### config.mk
export PLATFORM = sky130hd
export DESIGN_NAME = bi_link_top
export DESIGN_NICKNAME = d
export VERILOG_FILES = /design/src/hw/bi_pkg.sv /design/src/hw/bi_tx_stage.sv /design/src/hw/bi_seg_coder.sv /design/src/hw/bi_link_reg.sv /design/src/hw/bi_rx_stage.sv /design/src/hw/bi_transition_stats.sv /design/src/hw/bi_link_top.sv
export SDC_FILE = /design/constraint.sdc
export NUM_CORES = 1
export LEC_CHECK = 0
export BUFFER_PORTS_ARGS = -buffer_cell sky130_fd_sc_hd__buf_2
export CAP_MARGIN = 20
export CORE_MARGIN = 8
export CORE_UTILIZATION = 35
export DETAILED_ROUTE_END_ITERATION = 16
export PLACE_DENSITY = 0.53
export SLEW_MARGIN = 20
export SYNTH_ARGS = -nofsm -noshare
export SYNTH_HDL_FRONTEND = slang
export SYNTH_SLANG_ARGS = --single-unit
### constraint.sdc
create_clock -name clk -period 10 [get_ports clk]
set_clock_uncertainty 0.1 [all_clocks]
set_input_delay 1 -clock clk [delete_from_list [all_inputs] [get_ports clk]]
set_output_delay 1 -clock clk [all_outputs]
set_load 0.03 [all_outputs]
### src/hw/bi_pkg.sv
package bi_pkg;

    // user word, split into equal segments
    localparam int DATA_W = 32;
    localparam int NUM_SEG = 4;
    localparam int SEG_W = DATA_W / NUM_SEG;

    // coded bits plus one invert flag per segment
    localparam int LINK_W = DATA_W + NUM_SEG;

    // popcount of one segment, 0..SEG_W
    localparam int SEG_CNT_W = $clog2(SEG_W + 1);

    // a coded segment and its flag toggle at most SEG_W/2+1 wires
    // bins run from 0 up to NUM_SEG times that
    localparam int HIST_BINS = NUM_SEG * (SEG_W / 2 + 1) + 1;
    localparam int BIN_W = $clog2(HIST_BINS);
    localparam int HIST_CNT_W = 16;

    // weighted sum of all bins
    localparam int SUM_W = 22;

    // word on the physical link
    typedef struct packed {
        // coded payload, segment 0 in the low bits
        logic [DATA_W-1:0]  data;
        // one flag per segment, set when that segment went out inverted
        logic [NUM_SEG-1:0] inv;
    } link_word_t;

    // statistics scan FSM
    typedef enum logic [1:0] {
        ST_IDLE,
        ST_SCAN,
        ST_DONE
    } stats_state_t;

endpackage

### src/hw/bi_tx_stage.sv
module bi_tx_stage (
    input  logic                      clk,
    input  logic                      rst_n,
    input  logic [bi_pkg::DATA_W-1:0] in_data_i,
    input  logic                      in_valid_i,
    output logic                      in_ready_o,
    input  logic                      tx_ready_i,
    output logic [bi_pkg::DATA_W-1:0] tx_data_o,
    output logic                      tx_valid_o,
    output logic                      advance_o
);
    import bi_pkg::*;

    logic [DATA_W-1:0] data_q;
    logic              full_q;
    logic              accept;

    // word moves on into the link register this cycle
    assign advance_o = full_q & tx_ready_i;

    // room when empty or when the held word leaves now
    assign in_ready_o = ~full_q | tx_ready_i;
    assign accept = in_valid_i & in_ready_o;

    // occupancy flag
    always_ff @(posedge clk or negedge rst_n) begin
        if (!rst_n) begin
            full_q <= 1'b0;
        end else if (accept) begin
            full_q <= 1'b1;
        end else if (advance_o) begin
            full_q <= 1'b0;
        end
    end

    // payload, only written on a transfer
    always_ff @(posedge clk) begin
        if (accept) begin
            data_q <= in_data_i;
        end
    end

    // segments go to the coders straight from the register
    assign tx_data_o = data_q;
    assign tx_valid_o = full_q;

endmodule

### src/hw/bi_seg_coder.sv
module bi_seg_coder (
    input  logic                     clk,
    input  logic                     rst_n,
    input  logic [bi_pkg::SEG_W-1:0] seg_i,
    input  logic                     advance_i,
    output logic [bi_pkg::SEG_W-1:0] seg_o,
    output logic                     inv_o
);
    import bi_pkg::*;

    // last coded value seen on the wires of this segment
    logic [SEG_W-1:0]     prev_seg_q;
    logic                 prev_inv_q;
    logic [SEG_W-1:0]     seg_diff;
    logic [SEG_CNT_W-1:0] diff_cnt;
    logic                 more_than_half;
    logic                 exactly_half;

    // wires that would toggle if sent as is
    assign seg_diff = seg_i ^ prev_seg_q;

    // popcount
    always_comb begin
        diff_cnt = '0;
        for (int b = 0; b < SEG_W; b++) begin
            diff_cnt = diff_cnt + SEG_CNT_W'(seg_diff[b]);
        end
    end

    assign more_than_half = diff_cnt > SEG_CNT_W'(SEG_W / 2);
    assign exactly_half = diff_cnt == SEG_CNT_W'(SEG_W / 2);

    // on a tie keep the old flag, so the flag wire itself stays quiet
    assign inv_o = more_than_half | (exactly_half & prev_inv_q);
    assign seg_o = inv_o ? ~seg_i : seg_i;

    // history only moves when the word really goes onto the link
    always_ff @(posedge clk or negedge rst_n) begin
        if (!rst_n) begin
            prev_seg_q <= '0;
            prev_inv_q <= 1'b0;
        end else if (advance_i) begin
            prev_seg_q <= seg_o;
            prev_inv_q <= inv_o;
        end
    end

endmodule

### src/hw/bi_link_reg.sv
module bi_link_reg (
    input  logic               clk,
    input  logic               rst_n,
    input  logic               tx_valid_i,
    input  bi_pkg::link_word_t code_i,
    output logic               tx_ready_o,
    input  logic               link_ready_i,
    output bi_pkg::link_word_t link_o,
    output logic               link_valid_o,
    output logic               link_load_o
);
    import bi_pkg::*;

    // wires of the link, zero until the first word
    link_word_t link_q;
    logic       full_q;
    logic       load_q;
    logic       load;

    // free when empty or when the receive side takes the word now
    assign tx_ready_o = ~full_q | link_ready_i;
    assign load = tx_valid_i & tx_ready_o;

    always_ff @(posedge clk or negedge rst_n) begin
        if (!rst_n) begin
            link_q <= '0;
            full_q <= 1'b0;
            load_q <= 1'b0;
        end else begin
            // strobe lines up with the new word on the wires
            load_q <= load;
            if (load) begin
                link_q <= code_i;
                full_q <= 1'b1;
            end else if (link_ready_i) begin
                // word consumed, wires keep their last value
                full_q <= 1'b0;
            end
        end
    end

    assign link_o = link_q;
    assign link_valid_o = full_q;
    assign link_load_o = load_q;

endmodule

### src/hw/bi_rx_stage.sv
module bi_rx_stage (
    input  logic                      clk,
    input  logic                      rst_n,
    input  bi_pkg::link_word_t        link_i,
    input  logic                      link_valid_i,
    output logic                      link_ready_o,
    output logic [bi_pkg::DATA_W-1:0] out_data_o,
    output logic                      out_valid_o,
    input  logic                      out_ready_i
);
    import bi_pkg::*;

    logic [DATA_W-1:0] restored;
    logic [DATA_W-1:0] data_q;
    logic              full_q;
    logic              load;

    // undo the inversion segment by segment
    always_comb begin
        restored = link_i.data;
        for (int s = 0; s < NUM_SEG; s++) begin
            if (link_i.inv[s]) begin
                restored[s*SEG_W +: SEG_W] = ~link_i.data[s*SEG_W +: SEG_W];
            end
        end
    end

    // ready when empty or when the consumer takes the word now
    assign link_ready_o = ~full_q | out_ready_i;
    assign load = link_valid_i & link_ready_o;

    always_ff @(posedge clk or negedge rst_n) begin
        if (!rst_n) begin
            full_q <= 1'b0;
        end else if (load) begin
            full_q <= 1'b1;
        end else if (out_ready_i) begin
            full_q <= 1'b0;
        end
    end

    // restored word, held steady while stalled
    always_ff @(posedge clk) begin
        if (load) begin
            data_q <= restored;
        end
    end

    assign out_data_o = data_q;
    assign out_valid_o = full_q;

endmodule

### src/hw/bi_transition_stats.sv
module bi_transition_stats (
    input  logic                     clk,
    input  logic                     rst_n,
    input  bi_pkg::link_word_t       link_i,
    input  logic                     link_load_i,
    input  logic                     stat_req_i,
    output logic                     stat_valid_o,
    output logic [bi_pkg::BIN_W-1:0] stat_bin_o,
    output logic [bi_pkg::SUM_W-1:0] stat_sum_o
);
    import bi_pkg::*;

    // last loaded link word, zero after reset
    link_word_t                  prev_link_q;
    logic [LINK_W-1:0]           link_diff;
    logic [$clog2(LINK_W+1)-1:0] diff_cnt;
    logic [BIN_W-1:0]            hit_bin;
    logic [HIST_CNT_W-1:0]       hist_q [HIST_BINS];

    stats_state_t     state_q;
    logic [BIN_W-1:0] scan_idx_q;
    logic             req_accept;
    logic             stat_valid_q;

    // scan accumulators and results
    logic [HIST_CNT_W-1:0] run_max_q;
    logic [BIN_W-1:0]      run_bin_q;
    logic [SUM_W-1:0]      run_sum_q;
    logic [SUM_W-1:0]      weighted;
    logic [BIN_W-1:0]      stat_bin_q;
    logic [SUM_W-1:0]      stat_sum_q;

    // toggled wires, flags included
    assign link_diff = link_i ^ prev_link_q;

    always_comb begin
        diff_cnt = '0;
        for (int b = 0; b < LINK_W; b++) begin
            diff_cnt = diff_cnt + ($bits(diff_cnt))'(link_diff[b]);
        end
    end

    // clamp to the top bin, unreachable with correct coding
    assign hit_bin = (diff_cnt >= ($bits(diff_cnt))'(HIST_BINS)) ?
                     BIN_W'(HIST_BINS - 1) : BIN_W'(diff_cnt);

    // histogram keeps counting during a scan
    always_ff @(posedge clk or negedge rst_n) begin
        if (!rst_n) begin
            prev_link_q <= '0;
            for (int i = 0; i < HIST_BINS; i++) begin
                hist_q[i] <= '0;
            end
        end else if (link_load_i) begin
            prev_link_q <= link_i;
            hist_q[hit_bin] <= hist_q[hit_bin] + 1'b1;
        end
    end

    // requests are dropped while a scan is running
    assign req_accept = (state_q == ST_IDLE) & stat_req_i;

    // scan FSM, one bin per cycle
    always_ff @(posedge clk or negedge rst_n) begin
        if (!rst_n) begin
            state_q <= ST_IDLE;
            scan_idx_q <= '0;
            stat_valid_q <= 1'b0;
        end else begin
            case (state_q)
                ST_IDLE: begin
                    if (req_accept) begin
                        state_q <= ST_SCAN;
                        scan_idx_q <= '0;
                        stat_valid_q <= 1'b0;
                    end
                end
                ST_SCAN: begin
                    scan_idx_q <= scan_idx_q + 1'b1;
                    // last bin handled this cycle
                    if (scan_idx_q == BIN_W'(HIST_BINS - 1)) begin
                        state_q <= ST_DONE;
                    end
                end
                ST_DONE: begin
                    state_q <= ST_IDLE;
                    stat_valid_q <= 1'b1;
                end
                default: begin
                    state_q <= ST_IDLE;
                end
            endcase
        end
    end

    // bin index times its count
    assign weighted = SUM_W'(scan_idx_q) * SUM_W'(hist_q[scan_idx_q]);

    always_ff @(posedge clk) begin
        if (req_accept) begin
            run_max_q <= '0;
            run_bin_q <= '0;
            run_sum_q <= '0;
        end else if (state_q == ST_SCAN) begin
            // strictly greater, so ties stay on the lower bin
            if (hist_q[scan_idx_q] > run_max_q) begin
                run_max_q <= hist_q[scan_idx_q];
                run_bin_q <= scan_idx_q;
            end
            run_sum_q <= run_sum_q + weighted;
        end
        // results latched together with the valid flag
        if (state_q == ST_DONE) begin
            stat_bin_q <= run_bin_q;
            stat_sum_q <= run_sum_q;
        end
    end

    assign stat_valid_o = stat_valid_q;
    assign stat_bin_o = stat_bin_q;
    assign stat_sum_o = stat_sum_q;

endmodule

### src/hw/bi_link_top.sv
module bi_link_top (
    input  logic                      clk,
    input  logic                      rst_n,
    // input port
    input  logic [bi_pkg::DATA_W-1:0] in_data_i,
    input  logic                      in_valid_i,
    output logic                      in_ready_o,
    // output port
    output logic [bi_pkg::DATA_W-1:0] out_data_o,
    output logic                      out_valid_o,
    input  logic                      out_ready_i,
    // physical link wires
    output bi_pkg::link_word_t        link_o,
    // statistics
    input  logic                      stat_req_i,
    output logic                      stat_valid_o,
    output logic [bi_pkg::BIN_W-1:0]  stat_bin_o,
    output logic [bi_pkg::SUM_W-1:0]  stat_sum_o
);

    // tx stage to coders and link register
    logic [bi_pkg::DATA_W-1:0] tx_data;
    logic                      tx_valid;
    logic                      tx_ready;
    logic                      advance;

    // coder outputs, one slice per segment
    wire [bi_pkg::DATA_W-1:0]  code_data;
    wire [bi_pkg::NUM_SEG-1:0] code_inv;
    bi_pkg::link_word_t        code_word;

    // link register to receive side and statistics
    bi_pkg::link_word_t link_word;
    logic               link_valid;
    logic               link_ready;
    logic               link_load;

    bi_tx_stage u_tx_stage (
        .clk        (clk),
        .rst_n      (rst_n),
        .in_data_i  (in_data_i),
        .in_valid_i (in_valid_i),
        .in_ready_o (in_ready_o),
        .tx_ready_i (tx_ready),
        .tx_data_o  (tx_data),
        .tx_valid_o (tx_valid),
        .advance_o  (advance)
    );

    // identical coder per segment, each with its own history
    for (genvar g = 0; g < bi_pkg::NUM_SEG; g++) begin : gen_seg_coder
        bi_seg_coder u_seg_coder (
            .clk       (clk),
            .rst_n     (rst_n),
            .seg_i     (tx_data[g*bi_pkg::SEG_W +: bi_pkg::SEG_W]),
            .advance_i (advance),
            .seg_o     (code_data[g*bi_pkg::SEG_W +: bi_pkg::SEG_W]),
            .inv_o     (code_inv[g])
        );
    end

    assign code_word = '{data: code_data, inv: code_inv};

    bi_link_reg u_link_reg (
        .clk          (clk),
        .rst_n        (rst_n),
        .tx_valid_i   (tx_valid),
        .code_i       (code_word),
        .tx_ready_o   (tx_ready),
        .link_ready_i (link_ready),
        .link_o       (link_word),
        .link_valid_o (link_valid),
        .link_load_o  (link_load)
    );

    assign link_o = link_word;

    bi_rx_stage u_rx_stage (
        .clk          (clk),
        .rst_n        (rst_n),
        .link_i       (link_word),
        .link_valid_i (link_valid),
        .link_ready_o (link_ready),
        .out_data_o   (out_data_o),
        .out_valid_o  (out_valid_o),
        .out_ready_i  (out_ready_i)
    );

    // watches the wires, not the handshake
    bi_transition_stats u_stats (
        .clk          (clk),
        .rst_n        (rst_n),
        .link_i       (link_word),
        .link_load_i  (link_load),
        .stat_req_i   (stat_req_i),
        .stat_valid_o (stat_valid_o),
        .stat_bin_o   (stat_bin_o),
        .stat_sum_o   (stat_sum_o)
    );

endmodule

# Word level (Yosys, flattened, before mapping)
# Cells that the tools add are included.
# classes
magnitude_cmp	9
add_sub_neg	66
n_mux	31
bitwise_logic	33
mul	1
reduce_logical	11
n_eq_ne	9
# op_table
operator	count
336-bit bitwise mux	1
6-bit by 1-bit adder with 6-bit output	34
16-bit binary-select mux with 5-bit select	2
4-bit by 1-bit adder with 4-bit output	24
16-bit demux with 5-bit select	1
16-bit two-way mux	5
8-bit two-way mux	8
8-bit inverter	8
36-bit bitwise XOR	1
8-bit bitwise XOR	4
22-bit by 21-bit adder with 22-bit output	1
5-bit by 16-bit multiplier with 21-bit output	1
16-bit by 1-bit adder with 16-bit output (second input constant)	1
4-bit by 3-bit == test with 1-bit output (second input constant)	4
16-bit greater-than comparator	1
4-bit by 3-bit greater-than comparator with 1-bit output (second input constant)	4
6-bit >= comparator (second input constant)	2
5-bit inverter with 6-bit output	2
1-bit by 1-bit adder with 2-bit output	5
5-bit two-way mux	2
5-bit case mux with 2 select lines	1
2-bit nonzero test	5
1-bit AND	8
2-bit AND reduction	4
15 further kinds	31
# word_totals
output_inout_bits	98
register_bits	590
word_cells	207
input_bits	37

# Depth between registers and ports, before layout
# logic_depth
ltp_word	44
ltp_mapped	34

# Cells and area by module
# A second synthesis with hierarchy kept.
# hier_totals
hier_cells	3207
hier_area_um2	34657.0
# by_module_without_submodules
module	cells_per_inst	instances	area_each_um2	seq_area_each_um2
bi_transition_stats	2801	1	27726.6	11180.7
bi_seg_coder	54	4	759.5	225.2
bi_link_reg	81	1	1534.0	950.9
bi_rx_stage	72	1	1337.5	985.9
bi_tx_stage	37	1	1021.0	985.9

# Least setup slack after synthesis
# Ideal clock, no wire load.
# synth_path
path_type	register to register
startpoint	register u_link_reg.link_q, in the netlist u_link_reg.link_o[1]
endpoint	register u_stats.hist_q[12] in the netlist's numbering
n_path_buf	5
setup_slack_ps	1760
arrival_time_ps	8006
setup_ps	134
period_less_slack_ps	8240
required_ps	9766
stages_incl_launch_ff	31
path_cell_list	dfrtp_1 -> buf_1 -> xor2_1 -> ha_1 -> inv_1 -> fa_1 -> fa_1 -> fa_1 -> fa_1 -> fa_1 -> fa_1 -> fa_1 -> inv_1 -> fa_1 -> nor2b_1 -> buf_2 -> o21ai_1 -> mux2_4 -> and2_0 -> clkbuf_1 -> nand2_2 -> a31oi_1 -> nor4b_1 -> and2_1 -> clkbuf_1 -> ha_1 -> nand2_1 -> nor4b_2 -> xnor2_1 -> clkbuf_1 -> o21ai_0
# synth_via
elab_chain_cells	44
elab_cells_between_ends	49
classes_between	add/sub: 36; order compare: 3; mux: 7; bitwise: 2; reduce/logical: 1
# synth_rtl
item	line_no	rtl
from (decl)	bi_link_reg.sv:15	link_word_t link_q;
from (signal assigned)	bi_link_reg.sv:33	link_q <= code_i;
36-bit bitwise XOR *	bi_transition_stats.sv:34	assign link_diff = link_i ^ prev_link_q;
1-bit by 1-bit adder with 2-bit output *	bi_transition_stats.sv:39	diff_cnt = diff_cnt + ($bits(diff_cnt))'(link_diff[b]);
6-bit by 1-bit adder with 6-bit output * (34 in series)	bi_transition_stats.sv:39	
6-bit by 5-bit >= comparator with 1-bit output	bi_transition_stats.sv:44	assign hit_bin = (diff_cnt >= ($bits(diff_cnt))'(HIST_BINS)) ?
5-bit two-way mux *	bi_transition_stats.sv:44	
5-bit inverter with 6-bit output (not written as such) *	bi_transition_stats.sv:56	hist_q[hit_bin] <= hist_q[hit_bin] + 1'b1;
16-bit binary-select mux with 5-bit select, or another cell as far along	bi_transition_stats.sv:56	
16-bit two-way mux (not written as such) / 1-bit logical AND (equally long branches)	bi_transition_stats.sv:56	
16-bit two-way mux (not written as such)	bi_transition_stats.sv:56	
16-bit by 1-bit adder with 16-bit output / 16-bit demux with 5-bit select (equally long branches)	bi_transition_stats.sv:56	
336-bit bitwise mux *	bi_transition_stats.sv:56	
to (signal, indexed assignment)	bi_transition_stats.sv:56	
to (decl)	bi_transition_stats.sv:18	logic [HIST_CNT_W-1:0] hist_q [HIST_BINS];
# Every way passes the cells marked *; elsewhere a longest branch is shown, timed or not. The select of a mux whose other input is x is not followed.
# A chain may end at the register's enable or synchronous reset.

==> impl_metrics.ini <==
[layout]
drive_above_1_share_pct = 18.2
area_growth_pct = 13.3
fillers = 8702
ff_latch_area_um2 = 14100
antenna_cells = 0
layout.nets = 3240
multi_input_area_um2 = 15900

[critical_path]
worst-r2r-setup-slack_ps = 840
cp-startpoint = gen_seg_coder[3].u_seg_coder.prev_seg_q[0]
cp_max_fo = 22
rr_worst_depth = 26
required_ps = 10330
endpoint = u_stats.hist_q[124]
end_kind = flip-flop
r2r_end = u_stats.hist_q[124]
rr_startpoint = gen_seg_coder[3].u_seg_coder.prev_seg_q[0]
worstPathArrival_ps = 9490
path_class = flip-flop to flip-flop
crit_path_start_kind = flip-flop

[sta]
worst_pin_slew_ps = 1130
hold_viol = 0
final-setup-viol-count = 0
setup_tns_ps = 0
min_period_over_period_pct = 91.6
report.final.slew_viol_count = 0
post-route-min-period_ps = 9160
fmax_mhz = 109
slew_headroom_pct = 24.6
rsz0062_at_grt = no

[synthesis]
yosysTopAreaCell = dfrtp_1
ys_seq_area_share_pct = 45.2
synth_nets = 3164
synth_flop_cell = dfrtp_1
synth_cells = 2953
synth_top_area_share_pct = 33.7
synth.distinct_cells = 84
synth_area_um2 = 31200
ys_seq_elements = 554
ys_top_cells_by_count = 546 x nand2_1, 420 x dfrtp_1, 400 x o21ai_0
synth.most_common_cell = nand2_1
synth_edf_count = 91
synth_top_cells_by_area = dfrtp_1 34%, edfxtp_1 8.8%, mux4_2 8.1%, fa_1 6.7%, nand2_1 6.6%
synthArstFlopShare_pct = 75.8
synth_warnings = 0
syn_avg_cell_area_um2 = 10.6

[job]
maxCapViolCount = 0

[global_route]
grt_pass1_wl_um = 146000
grtUsageTotal_pct = 19.0
met1_usage_pct = 26.5
grt_start_max_net_pins = 159
grt_use_met2_pct = 30.7
top_usage_layer = met2
grt_pass1_vias = 22900
grt_antenna_before_repair = 0
use_met3_pct = 2.78
grt_overflow_total = 0

[place]
port_buffers = 134
gp_congestion = 0.925
hpwl_um = 65400

[die]
io_pins = 135
row_count = 109
fp.dieW_um = 315
die_height_um = 315
core_um2 = 88400
initial_core_util_pct = 35.3
dieArea_um2 = 99000

[detailed_routing]
drtAntennaViolNets = 0
vias = 22700
drt_iter0_markers = 1944
drtPass1Iterations = 6
drc_errors = 0
drt_wl_total_um = 94500
avgViaCountPerCell = 5.35
wl_per_cell_um = 22.3

[clock_tree]
clk_latency_ps = 610
cts_num_sinks = 554
clk_pin_slew_ps = 60
ctsResizeCount = 0
htreeDepth = 3
post_cts_buffers = 0
cts_buffer_depth = 3
root_buffer = clkbuf_16
cts_tree = built
cts_made_buffers = 66
postCtsHoldBufs = 0

[outcome]
outcome = finished clean

[worst_hold_path]
min_path_type = input pin to asynchronous set/reset pin
worst min path at each step:
| stage | from | endpoint | slack, ps |
|---|---|---|---|
| after floorplan | u_stats.run_bin_q[0] | u_stats.stat_bin_o[0] | 310 |
| after global placement | u_stats.run_sum_q[1] | u_stats.stat_sum_o[1] | 320 |
| after detailed placement | u_stats.run_sum_q[1] | u_stats.stat_sum_o[1] | 320 |
| after CTS | rst_n | u_rx_stage.out_valid_o | 170 |
| after global routing | rst_n | u_rx_stage.out_valid_o | 190 |
| final | rst_n | u_rx_stage.out_valid_o | 190 |
state kept, by name, indices dropped and copies added, names as in the netlist:
| register | count |
|---|---|
| u_link_reg.link_load_o | 1 |
| u_tx_stage.tx_data_o | 32 |
| u_stats.stat_valid_o | 1 |
| u_rx_stage.out_valid_o | 1 |
| u_stats.state_q | 2 |
| u_stats.run_bin_q | 5 |
| gen_seg_coder.u_seg_coder.prev_seg_q | 29 |
| u_stats.run_max_q | 16 |
| u_tx_stage.tx_valid_o | 1 |
| u_link_reg.link_o | 6 |
| u_rx_stage.out_data_o | 32 |
| u_stats.stat_sum_o | 22 |
| gen_seg_coder.u_seg_coder.prev_inv_q | 1 |
| u_stats.scan_idx_q | 5 |
| u_stats.stat_bin_o | 5 |
| u_stats.prev_link_q | 36 |
| u_stats.run_sum_q | 22 |
| u_link_reg.link_valid_o | 1 |
| u_stats.hist_q | 336 |
stage by stage:
stage | worst slack, ps | cells | hold WS [ps] | utilization [%] | cell area (um2)
finish | 839 | 4245 | 188 | 40.0 | 35400
global route | 322 | 4245 | 188 | 40.0 | 35400
CTS | 886 | 4245 | 172 | 40.0 | 35400
detailed placement | 946 | 4126 | 316 | 37.6 | 33200
global placement | 958 | 4126 | 317 | 37.6 | 33200
floorplan | 1760 | 2953 | 308 | - | 31200
cell type report:
| class | count | area share (%) |
|---|---|---|
| well taps | 1165 | 4.12 |
| inverters | 122 | 1.29 |
| clock buffers | 95 | 5.44 |
| repair buffers | 219 | 3.83 |
| flip-flops and latches | 554 | 39.9 |
| multi-input cells | 2066 | 44.8 |
| clock inverters | 24 | 0.594 |
kinds of logic after synthesis:
logic type / share of synthesized area [%]
and+or+nand+nor: 10.7
muxes: 12.4
xor gates and xnor gates: 4.81
DFF: 45.2
AOI/OAI and AO/OA: 13.1
buffers and inverters: 4.27
adders and majority gates: 9.50
worst max-delay path, cell delays in order (launching register included):
cell and delay [ps]:
dfrtp_1 450, xnor2_1 260, fa_1 500, fa_1 560
inv_1 60, fa_1 520, inv_1 70, fa_1 560
fa_1 430, fa_1 520, fa_4 250, inv_1 60
fa_4 870, nor2b_1 60, buf_4 170, o211ai_2 280
a211o_1 290, nand2_1 400, o21ai_0 180, nor4b_1 340
and2_1 670, ha_1 310, nand2_1 200, nor4b_2 300
xnor2_1 150, buf_4 290, o21ai_0 130
placed cells by master, fill, tap and decap left out, types with 29 or more instances in the layout:
cell type / Yosys / routed
ha_1: 69 / 69
nand2_1: 546 / 544
a21oi_1: 99 / 95
mux2_2: 68 / 68
buf_2: 28 / 133
clkbuf_16: 0 / 68
fa_1: 105 / 103
inv_1: 120 / 120
xnor2_1: 55 / 55
o21ai_0: 400 / 400
nor2_1: 106 / 105
dfxtp_1: 43 / 43
dfrtp_1: 420 / 415
mux4_2: 112 / 112
mux2i_1: 58 / 58
buf_4: 7 / 82
xor2_1: 111 / 110
o22ai_1: 30 / 29
edfxtp_1: 91 / 91
routing by layer:
layer  vias up  share of wire [%]
met5         -                  0
met4         0                3.2
met3       172                5.2
met2       683                 46
met1     11400                 45
li1      10500                  -
Power is left out: the tool's default activity adds up to more than one toggle a clock period on the data nets, which glitch-free logic cannot reach.
